`src/fe_defines.svh`:
```
`ifndef FE_DEFINES_SVH
`define FE_DEFINES_SVH

// address widths
`define FE_VADDR_WIDTH 16
`define FE_PADDR_WIDTH 20
`define FE_PAGE_OFFSET_WIDTH 8

// storage depths
`define FE_ITLB_ENTRIES 4
`define FE_FIFO_DEPTH 4

// stale work tag
`define FE_EPOCH_WIDTH 2

`define FE_RESET_PC 16'h0100

`endif

```
`src/fe_types_pkg.sv`:
```
`include "fe_defines.svh"

package fe_types_pkg;

   // virtual fetch pc
   typedef logic [`FE_VADDR_WIDTH-1:0] vaddr_t;

   // physical address a cache would read
   typedef logic [`FE_PADDR_WIDTH-1:0] paddr_t;

   // page numbers, address minus page offset
   typedef logic [`FE_VADDR_WIDTH-`FE_PAGE_OFFSET_WIDTH-1:0] vtag_t;
   typedef logic [`FE_PADDR_WIDTH-`FE_PAGE_OFFSET_WIDTH-1:0] ptag_t;

   typedef logic [`FE_PAGE_OFFSET_WIDTH-1:0] offset_t;

   // bumped by every back-end command
   typedef logic [`FE_EPOCH_WIDTH-1:0] epoch_t;

   // queue message kinds
   typedef enum logic
   {
      e_msg_fetch     = 1'b0,
      e_msg_itlb_miss = 1'b1
   } fe_msg_e;

endpackage

```
`src/fe_cmd_pkg.sv`:
```
package fe_cmd_pkg;

   // back-end command opcodes, 2'b11 unused
   typedef enum logic [1:0]
   {
      e_op_state_reset = 2'b00,
      e_op_pc_redirect = 2'b01,
      e_op_itlb_fill   = 2'b10
   } fe_opcode_e;

   // pc generator
   // e_run fetches, e_wait_fill idles after a miss until a command
   typedef enum logic
   {
      e_run       = 1'b0,
      e_wait_fill = 1'b1
   } pc_gen_state_e;

endpackage

```
`src/fe_pc_gen.sv`:
```
`include "fe_defines.svh"

module fe_pc_gen
   import fe_types_pkg::*;
   import fe_cmd_pkg::*;
(
   input  logic          clk_i
   , input  logic        rst_n_i

   , input  logic        cmd_v_i
   , output logic        cmd_ready_o
   , input  fe_opcode_e  cmd_opcode_i
   , input  vaddr_t      cmd_pc_i
   , input  ptag_t       cmd_ptag_i

   , output logic        req_v_o
   , input  logic        req_ready_i
   , output vaddr_t      req_pc_o
   , output epoch_t      req_epoch_o

   , output logic        fill_v_o
   , output vtag_t       fill_vtag_o
   , output ptag_t       fill_ptag_o
   , output logic        flush_v_o

   , input  logic        miss_taken_i
   , output epoch_t      cur_epoch_o
);

   pc_gen_state_e state_r;
   pc_gen_state_e state_n;
   vaddr_t        pc_r;
   epoch_t        epoch_r;
   logic          req_v_r;
   logic          cmd_load;
   logic          req_fire;

   // commands are never back-pressured
   assign cmd_ready_o = 1'b1;

   assign cmd_load = cmd_v_i && cmd_ready_o
                     && (cmd_opcode_i inside {e_op_state_reset, e_op_pc_redirect, e_op_itlb_fill});
   assign req_fire = req_v_o && req_ready_i;

   // itlb write side, taken on the command edge
   assign fill_v_o    = cmd_load && (cmd_opcode_i == e_op_itlb_fill);
   assign fill_vtag_o = cmd_pc_i[`FE_VADDR_WIDTH-1:`FE_PAGE_OFFSET_WIDTH];
   assign fill_ptag_o = cmd_ptag_i;
   assign flush_v_o   = cmd_load && (cmd_opcode_i == e_op_state_reset);

   assign req_v_o     = req_v_r;
   assign req_pc_o    = pc_r;
   assign req_epoch_o = epoch_r;
   assign cur_epoch_o = epoch_r;

   // a command beats a miss in the same cycle
   always_comb
   begin
      state_n = state_r;
      if (cmd_load)
         state_n = e_run;
      else if (miss_taken_i)
         state_n = e_wait_fill;
   end

   always_ff @(posedge clk_i or negedge rst_n_i)
   begin
      if (!rst_n_i)
      begin
         state_r <= e_run;
         req_v_r <= 1'b0;
         pc_r    <= `FE_RESET_PC;
         epoch_r <= '0;
      end
      else
      begin
         state_r <= state_n;
         req_v_r <= (state_n == e_run);
         if (cmd_load)
         begin
            pc_r    <= cmd_pc_i;
            epoch_r <= epoch_r + 1'b1;
         end
         else if (req_fire)
            pc_r <= pc_r + vaddr_t'(4);
      end
   end

   a_no_req_in_wait: assert property (@(posedge clk_i) disable iff (!rst_n_i)
      (state_r == e_wait_fill) |-> !req_v_o);

endmodule

```
`src/fe_itlb.sv`:
```
`include "fe_defines.svh"

module fe_itlb
   import fe_types_pkg::*;
(
   input  logic     clk_i
   , input  logic   rst_n_i

   , input  logic   req_v_i
   , output logic   req_ready_o
   , input  vaddr_t req_pc_i
   , input  epoch_t req_epoch_i

   , input  logic   fill_v_i
   , input  vtag_t  fill_vtag_i
   , input  ptag_t  fill_ptag_i
   , input  logic   flush_v_i

   , output logic   out_v_o
   , input  logic   out_ready_i
   , output vaddr_t out_pc_o
   , output paddr_t out_paddr_o
   , output logic   out_miss_o
   , output epoch_t out_epoch_o
);

   localparam int N     = `FE_ITLB_ENTRIES;
   localparam int IDX_W = $clog2(N);

   logic [N-1:0]     valid_r;
   vtag_t            vtag_r [N];
   ptag_t            ptag_r [N];
   logic [IDX_W-1:0] rr_r;

   vtag_t            req_vtag;
   offset_t          req_off;
   logic [N-1:0]     hit_vec;
   logic [N-1:0]     fill_match;
   ptag_t            hit_ptag;
   logic [IDX_W-1:0] fill_idx;
   logic             req_fire;

   assign req_vtag = req_pc_i[`FE_VADDR_WIDTH-1:`FE_PAGE_OFFSET_WIDTH];
   assign req_off  = req_pc_i[`FE_PAGE_OFFSET_WIDTH-1:0];

   // output register holds while the buffer is full
   assign req_ready_o = !out_v_o || out_ready_i;
   assign req_fire    = req_v_i && req_ready_o;

   // cam compare for lookup and for fill replacement
   always_comb
   begin
      hit_ptag = '0;
      fill_idx = rr_r;
      for (int i = 0; i < N; i++)
      begin
         hit_vec[i]    = valid_r[i] && (vtag_r[i] == req_vtag);
         fill_match[i] = valid_r[i] && (vtag_r[i] == fill_vtag_i);
         if (hit_vec[i])
            hit_ptag = hit_ptag | ptag_r[i];
         if (fill_match[i])
            fill_idx = IDX_W'(i);
      end
   end

   always_ff @(posedge clk_i or negedge rst_n_i)
   begin
      if (!rst_n_i)
      begin
         valid_r <= '0;
         rr_r    <= '0;
      end
      else if (flush_v_i)
      begin
         valid_r <= '0;
         rr_r    <= '0;
      end
      else if (fill_v_i)
      begin
         valid_r[fill_idx] <= 1'b1;
         // round robin only advances on a fresh page
         if (!(|fill_match))
            rr_r <= rr_r + 1'b1;
      end
   end

   always_ff @(posedge clk_i)
   begin
      if (fill_v_i)
      begin
         vtag_r[fill_idx] <= fill_vtag_i;
         ptag_r[fill_idx] <= fill_ptag_i;
      end
   end

   always_ff @(posedge clk_i or negedge rst_n_i)
   begin
      if (!rst_n_i)
         out_v_o <= 1'b0;
      else if (req_fire)
         out_v_o <= 1'b1;
      else if (out_ready_i)
         out_v_o <= 1'b0;
   end

   always_ff @(posedge clk_i)
   begin
      if (req_fire)
      begin
         out_pc_o    <= req_pc_i;
         out_paddr_o <= {hit_ptag, req_off};
         out_miss_o  <= !(|hit_vec);
         out_epoch_o <= req_epoch_i;
      end
   end

   a_single_hit: assert property (@(posedge clk_i) disable iff (!rst_n_i)
      req_v_i |-> $onehot0(hit_vec));

endmodule

```
`src/fe_fetch_fifo.sv`:
```
`include "fe_defines.svh"

module fe_fetch_fifo
   import fe_types_pkg::*;
(
   input  logic     clk_i
   , input  logic   rst_n_i

   , input  logic   wr_v_i
   , output logic   wr_ready_o
   , input  vaddr_t wr_pc_i
   , input  paddr_t wr_paddr_i
   , input  logic   wr_miss_i
   , input  epoch_t wr_epoch_i

   , output logic   rd_v_o
   , input  logic   rd_ready_i
   , output vaddr_t rd_pc_o
   , output paddr_t rd_paddr_o
   , output logic   rd_miss_o
   , output epoch_t rd_epoch_o
);

   localparam int DEPTH = `FE_FIFO_DEPTH;
   localparam int IDX_W = $clog2(DEPTH);

   vaddr_t           pc_mem    [DEPTH];
   paddr_t           paddr_mem [DEPTH];
   epoch_t           epoch_mem [DEPTH];
   logic [DEPTH-1:0] miss_mem;

   // extra msb tells full from empty
   logic [IDX_W:0]   wr_ptr_r;
   logic [IDX_W:0]   rd_ptr_r;
   logic [IDX_W-1:0] wr_idx;
   logic [IDX_W-1:0] rd_idx;
   logic             full;
   logic             empty;

   assign wr_idx = wr_ptr_r[IDX_W-1:0];
   assign rd_idx = rd_ptr_r[IDX_W-1:0];
   assign full   = (wr_ptr_r[IDX_W] != rd_ptr_r[IDX_W]) && (wr_idx == rd_idx);
   assign empty  = (wr_ptr_r == rd_ptr_r);

   assign wr_ready_o = !full;
   assign rd_v_o     = !empty;
   assign rd_pc_o    = pc_mem[rd_idx];
   assign rd_paddr_o = paddr_mem[rd_idx];
   assign rd_miss_o  = miss_mem[rd_idx];
   assign rd_epoch_o = epoch_mem[rd_idx];

   always_ff @(posedge clk_i or negedge rst_n_i)
   begin
      if (!rst_n_i)
      begin
         wr_ptr_r <= '0;
         rd_ptr_r <= '0;
      end
      else
      begin
         if (wr_v_i && wr_ready_o)
            wr_ptr_r <= wr_ptr_r + 1'b1;
         if (rd_v_o && rd_ready_i)
            rd_ptr_r <= rd_ptr_r + 1'b1;
      end
   end

   always_ff @(posedge clk_i)
   begin
      if (wr_v_i && wr_ready_o)
      begin
         pc_mem[wr_idx]    <= wr_pc_i;
         paddr_mem[wr_idx] <= wr_paddr_i;
         miss_mem[wr_idx]  <= wr_miss_i;
         epoch_mem[wr_idx] <= wr_epoch_i;
      end
   end

   a_no_write_full: assert property (@(posedge clk_i) disable iff (!rst_n_i)
      full |=> (wr_ptr_r == $past(wr_ptr_r)));

   a_no_read_empty: assert property (@(posedge clk_i) disable iff (!rst_n_i)
      empty |=> (rd_ptr_r == $past(rd_ptr_r)));

endmodule

```
`src/fe_queue_out.sv`:
```
module fe_queue_out
   import fe_types_pkg::*;
(
   input  logic      clk_i
   , input  logic    rst_n_i

   , input  logic    head_v_i
   , output logic    head_ready_o
   , input  vaddr_t  head_pc_i
   , input  paddr_t  head_paddr_i
   , input  logic    head_miss_i
   , input  epoch_t  head_epoch_i

   , input  epoch_t  cur_epoch_i
   , output logic    miss_taken_o

   , output logic    fe_queue_v_o
   , input  logic    fe_queue_ready_i
   , output fe_msg_e fe_queue_type_o
   , output vaddr_t  fe_queue_pc_o
   , output paddr_t  fe_queue_paddr_o
);

   logic   drop_r;
   epoch_t epoch_q;
   logic   drop;

   // stale or post-miss entries leave without a message
   assign drop = (head_epoch_i != cur_epoch_i) || drop_r;

   assign fe_queue_v_o     = head_v_i && !drop;
   assign head_ready_o     = drop || fe_queue_ready_i;
   assign fe_queue_type_o  = head_miss_i ? e_msg_itlb_miss : e_msg_fetch;
   assign fe_queue_pc_o    = head_pc_i;
   assign fe_queue_paddr_o = head_paddr_i;

   assign miss_taken_o = fe_queue_v_o && fe_queue_ready_i && head_miss_i;

   // set wins over the epoch change clear
   always_ff @(posedge clk_i or negedge rst_n_i)
   begin
      if (!rst_n_i)
      begin
         drop_r  <= 1'b0;
         epoch_q <= '0;
      end
      else
      begin
         epoch_q <= cur_epoch_i;
         if (miss_taken_o)
            drop_r <= 1'b1;
         else if (cur_epoch_i != epoch_q)
            drop_r <= 1'b0;
      end
   end

endmodule

```
`src/fe_top.sv`:
```
module fe_top
   import fe_types_pkg::*;
   import fe_cmd_pkg::*;
(
   input  logic         clk_i
   , input  logic       rst_n_i

   , input  logic       fe_cmd_v_i
   , output logic       fe_cmd_ready_o
   , input  fe_opcode_e fe_cmd_opcode_i
   , input  vaddr_t     fe_cmd_pc_i
   , input  ptag_t      fe_cmd_ptag_i

   , output logic       fe_queue_v_o
   , input  logic       fe_queue_ready_i
   , output fe_msg_e    fe_queue_type_o
   , output vaddr_t     fe_queue_pc_o
   , output paddr_t     fe_queue_paddr_o
);

   // pc_gen to itlb
   logic   req_v;
   logic   req_ready;
   vaddr_t req_pc;
   epoch_t req_epoch;
   logic   fill_v;
   vtag_t  fill_vtag;
   ptag_t  fill_ptag;
   logic   flush_v;

   // itlb to fifo
   logic   itlb_v;
   logic   itlb_ready;
   vaddr_t itlb_pc;
   paddr_t itlb_paddr;
   logic   itlb_miss;
   epoch_t itlb_epoch;

   // fifo head
   logic   head_v;
   logic   head_ready;
   vaddr_t head_pc;
   paddr_t head_paddr;
   logic   head_miss;
   epoch_t head_epoch;

   logic   miss_taken;
   epoch_t cur_epoch;

   fe_pc_gen pc_gen_i
   (
      .clk_i         (clk_i)
      , .rst_n_i     (rst_n_i)
      , .cmd_v_i     (fe_cmd_v_i)
      , .cmd_ready_o (fe_cmd_ready_o)
      , .cmd_opcode_i(fe_cmd_opcode_i)
      , .cmd_pc_i    (fe_cmd_pc_i)
      , .cmd_ptag_i  (fe_cmd_ptag_i)
      , .req_v_o     (req_v)
      , .req_ready_i (req_ready)
      , .req_pc_o    (req_pc)
      , .req_epoch_o (req_epoch)
      , .fill_v_o    (fill_v)
      , .fill_vtag_o (fill_vtag)
      , .fill_ptag_o (fill_ptag)
      , .flush_v_o   (flush_v)
      , .miss_taken_i(miss_taken)
      , .cur_epoch_o (cur_epoch)
   );

   fe_itlb itlb_i
   (
      .clk_i        (clk_i)
      , .rst_n_i    (rst_n_i)
      , .req_v_i    (req_v)
      , .req_ready_o(req_ready)
      , .req_pc_i   (req_pc)
      , .req_epoch_i(req_epoch)
      , .fill_v_i   (fill_v)
      , .fill_vtag_i(fill_vtag)
      , .fill_ptag_i(fill_ptag)
      , .flush_v_i  (flush_v)
      , .out_v_o    (itlb_v)
      , .out_ready_i(itlb_ready)
      , .out_pc_o   (itlb_pc)
      , .out_paddr_o(itlb_paddr)
      , .out_miss_o (itlb_miss)
      , .out_epoch_o(itlb_epoch)
   );

   fe_fetch_fifo fifo_i
   (
      .clk_i       (clk_i)
      , .rst_n_i   (rst_n_i)
      , .wr_v_i    (itlb_v)
      , .wr_ready_o(itlb_ready)
      , .wr_pc_i   (itlb_pc)
      , .wr_paddr_i(itlb_paddr)
      , .wr_miss_i (itlb_miss)
      , .wr_epoch_i(itlb_epoch)
      , .rd_v_o    (head_v)
      , .rd_ready_i(head_ready)
      , .rd_pc_o   (head_pc)
      , .rd_paddr_o(head_paddr)
      , .rd_miss_o (head_miss)
      , .rd_epoch_o(head_epoch)
   );

   fe_queue_out queue_out_i
   (
      .clk_i             (clk_i)
      , .rst_n_i         (rst_n_i)
      , .head_v_i        (head_v)
      , .head_ready_o    (head_ready)
      , .head_pc_i       (head_pc)
      , .head_paddr_i    (head_paddr)
      , .head_miss_i     (head_miss)
      , .head_epoch_i    (head_epoch)
      , .cur_epoch_i     (cur_epoch)
      , .miss_taken_o    (miss_taken)
      , .fe_queue_v_o    (fe_queue_v_o)
      , .fe_queue_ready_i(fe_queue_ready_i)
      , .fe_queue_type_o (fe_queue_type_o)
      , .fe_queue_pc_o   (fe_queue_pc_o)
      , .fe_queue_paddr_o(fe_queue_paddr_o)
   );

endmodule

```
`config.mk`:
```
export PLATFORM = sky130hd
export DESIGN_NAME = fe_top
export DESIGN_NICKNAME = d
export VERILOG_FILES = /design/src/fe_types_pkg.sv /design/src/fe_cmd_pkg.sv /design/src/fe_pc_gen.sv /design/src/fe_itlb.sv /design/src/fe_fetch_fifo.sv /design/src/fe_queue_out.sv /design/src/fe_top.sv
export VERILOG_INCLUDE_DIRS = /design/src /design/src/src
export SDC_FILE = /design/constraint.sdc
export NUM_CORES = 1
export LEC_CHECK = 0
export ABC_AREA = 1
export BUFFER_PORTS_ARGS = -buffer_cell sky130_fd_sc_hd__buf_2
export CAP_MARGIN = 15
export CORE_ASPECT_RATIO = 1.1
export CORE_MARGIN = 3
export CORE_UTILIZATION = 59
export CTS_CLUSTER_DIAMETER = 150
export CTS_CLUSTER_SIZE = 12
export DETAILED_ROUTE_END_ITERATION = 6
export GPL_ROUTABILITY_DRIVEN = 0
export PLACE_DENSITY_LB_ADDON = 0.25
export SYNTH_ARGS = -nofsm -noshare
export SYNTH_HDL_FRONTEND = slang
export SYNTH_SLANG_ARGS = --single-unit
```
`constraint.sdc`:
```
create_clock -name clk_i -period 3.8 [get_ports clk_i]
set_input_delay 0.76 -clock clk_i [delete_from_list [all_inputs] [get_ports clk_i]]
set_output_delay 0.76 -clock clk_i [all_outputs]
set_load 0.005 [all_outputs]
```
==> run_results.csv <==
group,metric,value,unit
synthesis,syn-num-nets,1036,
clock_tree,hold_buffers,0,
clock_tree,cts-htree-levels,1,
worst_setup_path,cp.arrival,2.49,ns
power,p_leak,5.08,nW
final_layout,syn_to_final_growth,11.6,%
timing,rsz0062_at_grt,"false",
global_routing,grt_max_degree,37,
flow_run,drv_cap,0,
final_layout,drive_gt1_share,14.1,%
synthesis,ys_seq_area_share,68.9,%
power,p_switching,3.54,mW
clock_tree,clkTransAtPathRegs,0.06,ns
floorplan,start_util,60.3,%
hold_path,hold_class,"input pin to async pin",
worst_setup_path,start_kind,"flip-flop",
timing,timing.fmax,0.307,GHz
placed_design,placed_area,12100,um2
power,swShare,33.9,%
floorplan,die_w,139,um
clock_tree,cts_buffer_depth,3,
power,irDropWorstVdd,0.484,mV
timing,tns,0,ns
global_routing,grt-ovfl-total,0,
worst_setup_path,cp_max_fo,35,
floorplan,core_area,19200,um2
timing,layout_min_cycle_time,3.25,ns
clock_tree,cts_setup_buffers,0,
synthesis,synth_cells,996,
synthesis,ys.warnings.count,0,
floorplan,ioPinCount,73,
synthesis,ys_types,42,
final_layout,fin_nets,1111,
final_layout,fin_area,12900,um2
clock_tree,root_buffer,"clkbuf_16",
worst_setup_path,slowest_stage,"dfrtp_2",
placed_design,port_buffers,71,
power,intPower,6.91,mW
power,seqPwrFrac,48.8,%
synthesis,synth_edf_count,235,
floorplan,chipHeight,153,um
clock_tree,numCtsBuffers,26,
detailed_routing,drt_iter0_drc,529,
power,clkPwrFrac,22.0,%
timing,max_slew_margin,28.8,%
floorplan,dieArea,21300,um2
synthesis,synth_ff_type,"edfxtp_1",
synthesis,ys_ff_latch,271,
outcome,outcome,"completed",
worst_setup_path,worstPathCellList,"inv_2 > buf_4 > o21ai_0 > o22ai_1 > buf_2",
clock_tree,cts_tree,"built",
global_routing,track_usage,21.9,%
worst_setup_path,worstSetupPathType,"flip-flop to output port",
worst_setup_path,max_stage_delay,0.62,ns
final_layout,antennaDiodeCount,0,
clock_tree,clock-sinks,271,
timing,min_period_over_period,85.6,%
detailed_routing,num_vias,7515,
detailed_routing,drcViolationCount,0,
clock_tree,cts_resized,0,
synthesis,netlist_area,11500,um2
detailed_routing,drt_pre_antenna_iters,5,
power,p_per_area,811,nW/um2
detailed_routing,wl_per_cell,17.3,um
synthesis,syn_avg_cell_area,11.6,um2
timing,maxSlewViolCount,0,
timing,worst_slew_pin_slew,1.06,ns
timing,finalSetupViolations,0,
power,combinationalPowerShare,29.1,%
power,power.total,10.4,mW
timing,hold_viol_final,0,
worst_setup_path,required,3.04,ns
global_routing,grt_first_pass_wirelength,37500,um
clock_tree,clk_latency,0.52,ns
placed_design,hpwl,15400,um
synthesis,async_reset_ff_share,13.3,%
floorplan,rows,53,
worst_setup_path,critPathCaptureType,"output port",
timing,fin_worst_skew,0.0150,ns
global_routing,antenna_found_initial,0,
detailed_routing,wirelength,23200,um
global_routing,first_global_vias,7260,
timing,whs,0.337,ns
detailed_routing,viasPerCell,5.62,
detailed_routing,final_antenna_net_count,0,
[flip-flops by register name, summed over array words and instances, names as in the netlist, 2 cells and up]
register	count
pc_gen_i.cur_epoch_o	2
fifo_i.miss_mem	4
fifo_i.rd_ptr_r	3
fifo_i.pc_mem	32
itlb_i.out_pc_o	8
itlb_i.valid_r	4
fifo_i.epoch_mem	8
itlb_i.out_epoch_o	2
pc_gen_i.req_pc_o	16
fifo_i.wr_ptr_r	3
fifo_i.paddr_mem	80
queue_out_i.epoch_q	2
itlb_i.ptag_r	48
itlb_i.rr_r	2
itlb_i.vtag_r	32
itlb_i.out_paddr_o	20
[placed cells by master, fill, tap and decap left out, drive strengths merged, types with 8 or more instances in the layout]
| master | synthesis | final |
|---|---|---|
| edfxtp | 235 | 235 |
| nand2 | 200 | 200 |
| nor2 | 106 | 106 |
| buf | 30 | 93 |
| nand3 | 82 | 82 |
| inv | 82 | 82 |
| o21ai | 64 | 64 |
| clkbuf | 16 | 47 |
| o22ai | 35 | 35 |
| dfrtp | 35 | 35 |
| xor2 | 27 | 27 |
| nand4 | 21 | 21 |
| nor3 | 11 | 11 |
| o221ai | 9 | 9 |
| xnor2 | 9 | 9 |
| a21oi | 8 | 8 |
[per-stage QoR]
stage / worst slack, ns / util, % / std cells
final: 0.546 / 67.2 / 1338
after global routing: 0.293 / 67.2 / 1338
after CTS: 0.487 / 67.2 / 1338
after detailed placement: 1.00 / 63.3 / 1290
after global placement: 1.03 / 63.3 / 1290
after floorplan: 0.976 / - / 996
[synth_stat cells, drive strengths merged (11+ instances only)]
cell	number	area (um2)
buf	30	216
clkbuf	16	60.1
dfrtp	35	876
edfxtp	235	7060
inv	82	308
nand2	200	766
nand3	82	410
nand4	21	138
nor2	106	408
nor3	11	60.1
o21ai	64	324
o22ai	35	219
xor2	27	236
[worst paths after layout]
kind	from	cells past startpoint	slack (ns)	endpoint
setup / recovery	fifo_i.rd_ptr_r[0]	5	0.55	fe_queue_pc_o[5]
hold / removal	rst_n_i	1	0.34	queue_out_i.drop_r
setup reg to reg	fifo_i.rd_ptr_r[0]	6	1.14	fifo_i.paddr_mem[3][0]
hold reg to reg	pc_gen_i.req_pc_o[1]	0	0.46	itlb_i.out_paddr_o[1]
max in group asynchronous	rst_n_i	1	2.88	fifo_i.rd_ptr_r[0]
min in group clk_i	fe_cmd_pc_i[1]	3	0.43	pc_gen_i.req_pc_o[1]
[layout make-up]
type                            count  area, um2
Multi-Input combinational cell    596       3010
Sequential cell                   271       7960
Fill cell                        1408       6280
Clock buffer                       47        751
Timing Repair Buffer               93        533
Tap cell                          247        309
Clock inverter                      1       7.51
Inverter                           83        312
[metal layers]
layer / part of all wire (%) / up-vias / track usage [%]
met2: 49 / 254 / 36.6
met4: 2.7 / 0 / 7.41
met1: 42 / 3587 / 30.2
met3: 5.5 / 55 / 2.70
met5: 0 / - / 0
li1: - / 3619 / -
[power by group through the flow]
stage	Clock, mW	Combinational [mW]	Sequential [mW]
after detailed placement	0	3.07	5.15
after global placement	0	3.00	5.13
final	2.30	3.04	5.10
after floorplan	0	2.19	4.90
after CTS	2.35	3.09	5.09
after global routing	2.49	3.41	5.21
[critical path: cells and delay by family (launching register included)]
kind,cells,cell delay (ns)
buffers and inverters,3,1.02
DFF,1,0.62
AOI/OAI and AO/OA,2,0.32
[cells by family (layout without fill, tap and decap cells)]
kind of cell / after synthesis / count (layout) / synth area share, %
xor gates and xnor gates: 36 / 36 / 2.80
adders and majority gates: 6 / 6 / 0.650
buffers and inverters: 129 / 224 / 5.09
other: 1 / 1 / 0.0325
DFF: 271 / 271 / 68.9
and+or+nand+nor: 428 / 428 / 16.2
AOI/OAI and AO/OA: 125 / 125 / 6.31
(Power assumes the default switching activity.)
